--- src/source/sram_pkg.sv ---
// Shared constants and types for the APB memory subsystem.
// Every RTL file refers to these by scoped name, e.g. sram_pkg::data_t.
package sram_pkg;

    // data and bus widths
    localparam int DATA_W      = 32;
    localparam int STRB_W      = DATA_W / 8;   // one strobe per byte
    localparam int PADDR_W     = 10;           // APB byte address
    localparam int WORD_ADDR_W = PADDR_W - 2;  // drop byte offset

    // macro geometry, one fixed shape
    localparam int MACRO_W      = 16;
    localparam int MACRO_ROWS_W = 6;                          // 64 rows
    localparam int BANK_W       = WORD_ADDR_W - MACRO_ROWS_W; // upper bits pick bank
    localparam int BANKS        = 2 ** BANK_W;
    localparam int COLS         = DATA_W / MACRO_W;           // column slices per bank

    // bridge FSM encoding
    localparam int         ST_W       = 2;
    localparam logic [1:0] ST_IDLE    = 2'd0;
    localparam logic [1:0] ST_ACCESS  = 2'd1;
    localparam logic [1:0] ST_RD_WAIT = 2'd2;

    typedef logic [DATA_W-1:0] data_t;

    // word address, seen flat by the bridge and split by the wrapper
    typedef union packed {
        logic [WORD_ADDR_W-1:0] flat;
        struct packed {
            logic [BANK_W-1:0]       bank;
            logic [MACRO_ROWS_W-1:0] row;
        } fields;
    } word_addr_t;

endpackage

--- src/source/mem_if.sv ---
// One single-port memory cycle between the APB bridge and the SRAM wrapper.
// ce/we/wmask/addr/din are issued by the controller, dout returns a cycle later.
interface mem_if;

    logic                   ce;    // chip enable
    logic                   we;    // write enable, read when low
    sram_pkg::data_t        wmask; // per bit write mask
    sram_pkg::word_addr_t   addr;  // word address
    sram_pkg::data_t        din;   // write data
    sram_pkg::data_t        dout;  // read data, valid the cycle after a read

    // bridge side
    modport ctrl (
        output ce,
        output we,
        output wmask,
        output addr,
        output din,
        input  dout
    );

    // memory side
    modport ram (
        input  ce,
        input  we,
        input  wmask,
        input  addr,
        input  din,
        output dout
    );

endinterface

--- src/source/apb_sram_bridge.sv ---
// APB completer in front of the tiled SRAM.
// Writes complete in the first access cycle, aligned reads add one wait
// state for the macro latency, misaligned transfers end at once with pslverr.
module apb_sram_bridge (
    input  logic                         clk,
    input  logic                         arst_n,
    input  logic                         psel,
    input  logic                         penable,
    input  logic                         pwrite,
    input  logic [sram_pkg::PADDR_W-1:0] paddr,
    input  sram_pkg::data_t              pwdata,
    input  logic [sram_pkg::STRB_W-1:0]  pstrb,
    output sram_pkg::data_t              prdata,
    output logic                         pready,
    output logic                         pslverr,
    mem_if.ctrl                          mem
);

    logic [sram_pkg::ST_W-1:0] state;
    logic [sram_pkg::ST_W-1:0] state_nxt;

    logic                 access;     // first access cycle of a transfer
    logic                 misaligned; // byte offset bits set
    logic                 issue;      // memory cycle this cycle
    sram_pkg::word_addr_t waddr;
    sram_pkg::data_t      wmask;

    assign misaligned = (paddr[1:0] != 2'b00);
    assign access     = (state == sram_pkg::ST_ACCESS) && psel && penable;
    assign issue      = access && !misaligned;

    // FSM
    always_ff @(posedge clk or negedge arst_n) begin
        if (!arst_n) begin
            state <= sram_pkg::ST_IDLE;
        end else begin
            state <= state_nxt;
        end
    end

    always_comb begin
        state_nxt = state;
        case (state)
            sram_pkg::ST_IDLE: begin
                if (psel && !penable) begin  // setup phase seen
                    state_nxt = sram_pkg::ST_ACCESS;
                end
            end
            sram_pkg::ST_ACCESS: begin
                if (issue && !pwrite) begin
                    state_nxt = sram_pkg::ST_RD_WAIT;  // wait for macro data
                end else if (access) begin
                    state_nxt = sram_pkg::ST_IDLE;
                end
            end
            sram_pkg::ST_RD_WAIT: begin
                state_nxt = sram_pkg::ST_IDLE;
            end
            default: begin
                state_nxt = sram_pkg::ST_IDLE;
            end
        endcase
    end

    // pstrb to bit mask, eight bits per byte
    always_comb begin
        for (int i = 0; i < sram_pkg::STRB_W; i++) begin
            wmask[8*i +: 8] = {8{pstrb[i]}};
        end
    end

    assign waddr.flat = paddr[sram_pkg::PADDR_W-1:2];  // word address

    // memory cycle, only for aligned transfers
    assign mem.ce    = issue;
    assign mem.we    = issue && pwrite;
    assign mem.wmask = wmask;
    assign mem.addr  = waddr;
    assign mem.din   = pwdata;

    // APB response
    assign pready  = psel && penable &&
                     ((access && (pwrite || misaligned)) ||
                      (state == sram_pkg::ST_RD_WAIT));
    assign pslverr = access && misaligned;
    assign prdata  = (state == sram_pkg::ST_RD_WAIT) ? mem.dout : '0;

endmodule

--- src/flat_wrapper.sv ---
// flat-port wrapper written by rule: the top's interface ports become plain ports
module apb_sram_bridge_flat 
  (clk, arst_n, psel, penable, pwrite, paddr, pwdata, pstrb, prdata, pready, pslverr, mem_ce, mem_we, mem_wmask, mem_addr, mem_din, mem_dout);
  mem_if mem_i ();
  input  logic clk;
  input  logic arst_n;
  input  logic psel;
  input  logic penable;
  input  logic pwrite;
  input  logic [sram_pkg::PADDR_W-1:0] paddr;
  input  sram_pkg::data_t pwdata;
  input  logic [sram_pkg::STRB_W-1:0] pstrb;
  output sram_pkg::data_t prdata;
  output logic pready;
  output logic pslverr;
  output wire logic [$bits(mem_i.ce)-1:0] mem_ce;
  output wire logic [$bits(mem_i.we)-1:0] mem_we;
  output wire logic [$bits(mem_i.wmask)-1:0] mem_wmask;
  output wire logic [$bits(mem_i.addr)-1:0] mem_addr;
  output wire logic [$bits(mem_i.din)-1:0] mem_din;
  input wire logic [$bits(mem_i.dout)-1:0] mem_dout;
  assign mem_ce = mem_i.ce;
  assign mem_we = mem_i.we;
  assign mem_wmask = mem_i.wmask;
  assign mem_addr = mem_i.addr;
  assign mem_din = mem_i.din;
  assign mem_i.dout = mem_dout;
  apb_sram_bridge u_core (.clk(clk), .arst_n(arst_n), .psel(psel), .penable(penable), .pwrite(pwrite), .paddr(paddr), .pwdata(pwdata), .pstrb(pstrb), .prdata(prdata), .pready(pready), .pslverr(pslverr), .mem(mem_i));
endmodule
--- config.mk ---
export PLATFORM = sky130hd
export DESIGN_NAME = apb_sram_bridge_flat
export DESIGN_NICKNAME = d
export VERILOG_FILES = /design/src/source/sram_pkg.sv /design/src/source/mem_if.sv /design/src/source/apb_sram_bridge.sv /design/src/flat_wrapper.sv
export SDC_FILE = /design/constraint.sdc
export NUM_CORES = 1
export LEC_CHECK = 0
export BUFFER_PORTS_ARGS = -buffer_cell sky130_fd_sc_hd__buf_4
export CAP_MARGIN = 20
export CORE_AREA = 4 4 71 73
export CTS_CLUSTER_DIAMETER = 30
export DETAILED_ROUTE_END_ITERATION = 7
export DIE_AREA = 0 0 75 77
export PLACE_DENSITY = 0.8
export RECOVER_POWER = 50
export SLEW_MARGIN = 10
export SYNTH_ARGS = -nofsm -noshare
export SYNTH_HDL_FRONTEND = slang
export SYNTH_SLANG_ARGS = --single-unit
export TNS_END_PERCENT = 30
--- constraint.sdc ---
create_clock -name clk -period 3.4 [get_ports clk]
set_clock_uncertainty 0.2 [all_clocks]
set_input_delay 0.34 -clock clk [delete_from_list [all_inputs] [get_ports clk]]
set_output_delay 0.34 -clock clk [all_outputs]
set_load 0.005 [all_outputs]
# ---- Word level (Yosys, flattened, before mapping)
# Cells that the tools add are included.
dict set report word_totals {
  ff_bits 2
  out_inout_bits 108
  word_cells 28
  input_bits 83
}
dict set report classes {
  muxes 5
  n_eq_ne 4
  reduce_logical 18
}
# cell count
set op_table {}
lappend op_table {{two-way mux 32 bit} 1}
lappend op_table {{logical AND 1 bit} 10}
lappend op_table {{two-way mux 2 bit} 3}
lappend op_table {{one-hot mux 2 bit (2 select lines)} 1}
lappend op_table {{logical NOT 1 bit} 3}
lappend op_table {{!= test 3 x 2 -> 1 bit, second input constant} 1}
lappend op_table {{== test 2 x 1 -> 1 bit, second input constant} 1}
lappend op_table {{== test 2 bit, second input constant} 1}
lappend op_table {{logical NOT 2 bit} 1}
lappend op_table {{logical OR 1 bit} 2}
lappend op_table {{!= test 2 x 1 -> 1 bit, second input constant} 1}
lappend op_table {{AND reduction 2 bit} 1}
lappend op_table {{nonzero test 2 bit} 1}

# ---- Longest topological paths before layout
dict set report depth {
  depth_word 7
  mapped_depth 3
  depth_no_buf 2
}

# ---- Worst setup path before layout
# No wires, ideal clock.
dict set report synth_path {
  path_kind {flip-flop to output port}
  startpoint {register u_core.state[0] in the netlist's numbering}
  endpoint {output pready}
  stages_incl_launch_ff 3
  required_time_ps 2860
  slack_ps 1937
  t_arrival_ps 923
  path_buffers 0
  path_cell_list {dfrtp_1 > or2b_1 > a311oi_2}
}
dict set report synth_between {
  elab_chain_len 6
  elab_cells_between_ends 7
  classes_between {eq/ne: 2; reduce/logical: 5}
}
# item line_no
set synth_rtl {}
lappend synth_rtl {{start: declaration} apb_sram_bridge.sv:19} ;# logic [sram_pkg::ST_W-1:0] state;
lappend synth_rtl {{start signal: assignment} apb_sram_bridge.sv:35} ;# state <= sram_pkg::ST_IDLE;
lappend synth_rtl {{start signal: assignment} apb_sram_bridge.sv:37} ;# state <= state_nxt;
lappend synth_rtl {{== test 2 x 1 -> 1 bit} apb_sram_bridge.sv:29} ;# assign access = (state == sram_pkg::ST_ACCESS) && psel && penable;
lappend synth_rtl {{logical AND 1 bit (2 in a row)} apb_sram_bridge.sv:29}
lappend synth_rtl {{logical AND 1 bit} apb_sram_bridge.sv:83} ;# ((access && (pwrite || misaligned)) ||
lappend synth_rtl {{logical OR 1 bit (*)} apb_sram_bridge.sv:83}
lappend synth_rtl {{logical AND 1 bit (*)} apb_sram_bridge.sv:82} ;# assign pready = psel && penable &&
lappend synth_rtl {{end: declaration} flat_wrapper.sv:14} ;# output logic pready;
# Every way passes the cells marked *; elsewhere a longest branch is shown, timed or not.

# ---- Worst setup path in the final report
dict set report layout_path {
  startpoint {register u_core.state[0] in the netlist's numbering}
  endpoint {output prdata[3]}
}
dict set report layout_between {
  elab_chain_len 2
}
# item line_no
set layout_rtl {}
lappend layout_rtl {{== test 2 bit} apb_sram_bridge.sv:86} ;# assign prdata = (state == sram_pkg::ST_RD_WAIT) ? mem.dout : '0;
lappend layout_rtl {{two-way mux 32 bit} apb_sram_bridge.sv:86}
lappend layout_rtl {{end: declaration} flat_wrapper.sv:13} ;# output sram_pkg::data_t prdata;
# Every way passes these cells.

==> flow_summary.yaml <==
run_status:
  status: "finished clean"
final_layout:
  drive_above_1_share: 0.627
  diodes: 0
  biggestRegsByFlops: "u_core.state (2)"
  final_nets: 211
  largest_reg_flops: 2
  largest-register: "u_core.state"
  finalNonFillerCells: 178
  post-route-util: 0.235
  syn_to_final_growth_pct: 10.1
  nFillCells: 484
detailed_routing:
  avgRoutedWirePerCell_um: 14.5
  drt_iter0_markers: 5
  vias_per_cell: 3.83
  remaining_drc_errors: 0
  finalWirelength_um: 2580
  first_pass_iters: 2
  vias: 681
  antenna_left: 0
sta:
  period_share: 0.577
  period_needed_ns: 1.96
  maxSlewHeadroom: 0.682
  tns_ns: 0
  final-hold-violation-count: 0
  fmax_mhz: 510
  maxSlewViolCount: 0
  tightest_slew_ns: 0.476
  setup_viol_count_final: 0
  rsz0062_at_grt: "false"
clock_tree:
  cts-root-buf: "clkbuf_8"
  clockBufferDepth: 2
  tritoncts: "built"
  postCtsSetupRepairBufs: 0
  htreeDepth: 1
  clk_pin_slew_ns: 0.03
  cts.sinks: 2
  cts_buffers: 3
  worst_skew_pair.late_latency_ns: 0.21
global_routing:
  grt_use_total: 0.0710
  grt_pass1_vias: 609
  overflow: 0
  grt_max_degree: 33
  grt_pass1_wl_um: 3100
  antenna_found_initial: 0
power_and_ir_drop:
  power_w: 0.000169
  power_density_nw_per_um2: 165
  ir_worst_vdd_mv: 0.0946
  cellLeakagePower_nw: 0.555
logic_synthesis:
  ys_seq_area_frac: 0.0539
  yosysWarnings: 0
  synth_cell_types: 15
  syn_area_per_cell_um2: 7.55
  ys_ff_latch: 2
  postSynthCellCount: 123
  synth_area_um2: 928
  synthesis.nets: 206
place:
  buffer_ports.inserted: 74
  gp_congestion: 0.756
  post-dp-hpwl_um: 2230
  place_inst: 174
critical_path:
  cp_slowest_cell: "dfrtp_1"
  crit_chain: "nor2b_4 -> and2_1 -> buf_4"
  end_kind: "output pin"
  cpPeakStageDelay_ns: 0.45
  critical_path_class: "reg -> out"
  crit_path_start_kind: "flop"
  crit_family: "simple AND/OR/NAND/NOR gates"
  crit_required_ns: 2.86
  path_max_fanout: 32
  cp_num_cells: 3
  path_buf_inv: 1
  arrival_ns: 1.42
  worst_r2r_path_depth: 2
die:
  die_h_um: 77
  die_area_um2: 5780
  fp-row-count: 24
  start_util: 0.213
  die_x_um: 75
  pin_count: 191
  core_area_um2: 4350
min_path:
  whs_path_depth: 2
  holdCritPathClass: "in -> reg"
job:
  maxCapViolations: 0
-- placed cells by master (no fill, tap or decap) --
cell type / Yosys / routed
xnor2_1: 1 / 1
and2_1: 32 / 32
nor3_1: 1 / 1
clkbuf_1: 0 / 1
nor2b_4: 1 / 1
or2b_1: 1 / 1
a311oi_2: 1 / 1
nand4b_2: 1 / 1
nor4_1: 2 / 2
nand2_1: 1 / 1
buf_4: 72 / 73
dfrtp_1: 2 / 2
a211oi_1: 1 / 1
inv_1: 1 / 1
dlygate4sd3_1: 0 / 1
nor2_1: 3 / 3
clkbuf_8: 0 / 3
-- area by class of cell --
type | count | area (µm²) | share of cell area
Timing Repair Buffer | 75 | 562 | 0.550
Multi-Input combinational cell | 45 | 300 | 0.294
Tap cell | 52 | 65.1 | 0.0636
Sequential cell | 2 | 50.0 | 0.0490
Clock buffer | 3 | 41.3 | 0.0404
Inverter | 1 | 3.75 | 0.00367
-- kinds of logic after synthesis --
kind of cell / share of synthesized area
compound gates: 0.0243
xor+xnor: 0.00944
buf+inv: 0.623
flops: 0.0539
simple gates: 0.290
-- routing by layer --
metal / up-vias / wire, µm / track usage
met5: - / 0 / 0
met4: 0 / 97 / 0.0552
met3: 17 / 607 / 0.0275
met2: 71 / 1200 / 0.131
met1: 282 / 678 / 0.0561
li1: 311 / - / -
-- cells in the mapped netlist --
master	n	share of area
a211oi_1	1	0.0081
a311oi_2	1	0.016
and2_1	32	0.22
buf_4	72	0.58
buf_6	3	0.036
dfrtp_1	2	0.054
inv_1	1	0.0040
nand2_1	1	0.0040
nand4b_2	1	0.016
nor2_1	3	0.012
nor2b_4	1	0.015
nor3_1	1	0.0054
nor4_1	2	0.013
or2b_1	1	0.0081
xnor2_1	1	0.0094
-- power by group --
group	internal, W	total, W	switching, W
combinational	0.0000355	0.0000494	0.0000139
sequential	0.0000253	0.0000280	0.00000266
clock	0.0000747	0.0000917	0.0000170
-- final timing paths --
kind / startpoint / endpoint / slack, ns
max: u_core.state[0]$_DFFE_PN0P_ / prdata[3] / 1.44
min: pwrite / u_core.state[1]$_DFFE_PN0P_ / 0.13
max reg2reg: u_core.state[1]$_DFFE_PN0P_ / u_core.state[1]$_DFFE_PN0P_ / 1.99
min reg2reg: u_core.state[1]$_DFFE_PN0P_ / u_core.state[0]$_DFFE_PN0P_ / 0.32
max in group asynchronous: arst_n / u_core.state[0]$_DFFE_PN0P_ / 2.59
min in group asynchronous: arst_n / u_core.state[1]$_DFFE_PN0P_ / 0.28
-- stage by stage --
| stage | area, µm² | hold WS, ns | setup slack [ns] |
|---|---|---|---|
| after CTS | 1030 | 0.136 | 1.41 |
| final | 1020 | 0.127 | 1.44 |
| after global routing | 1020 | 0.137 | 1.32 |
| after floorplan | 928 | -0.156 | 1.94 |
| after detailed placement | 975 | -0.0748 | 1.64 |
| after global placement | 975 | -0.0762 | 1.68 |
-- what timing repair did --
item / 4_1_cts / 5_1_grt
endpoints found under the hold margin: 2 / 0
gates resized for setup: 0 / 0
hold buffers: 1 / 0
No activity file was read; power rests on OpenSTA's default activity.
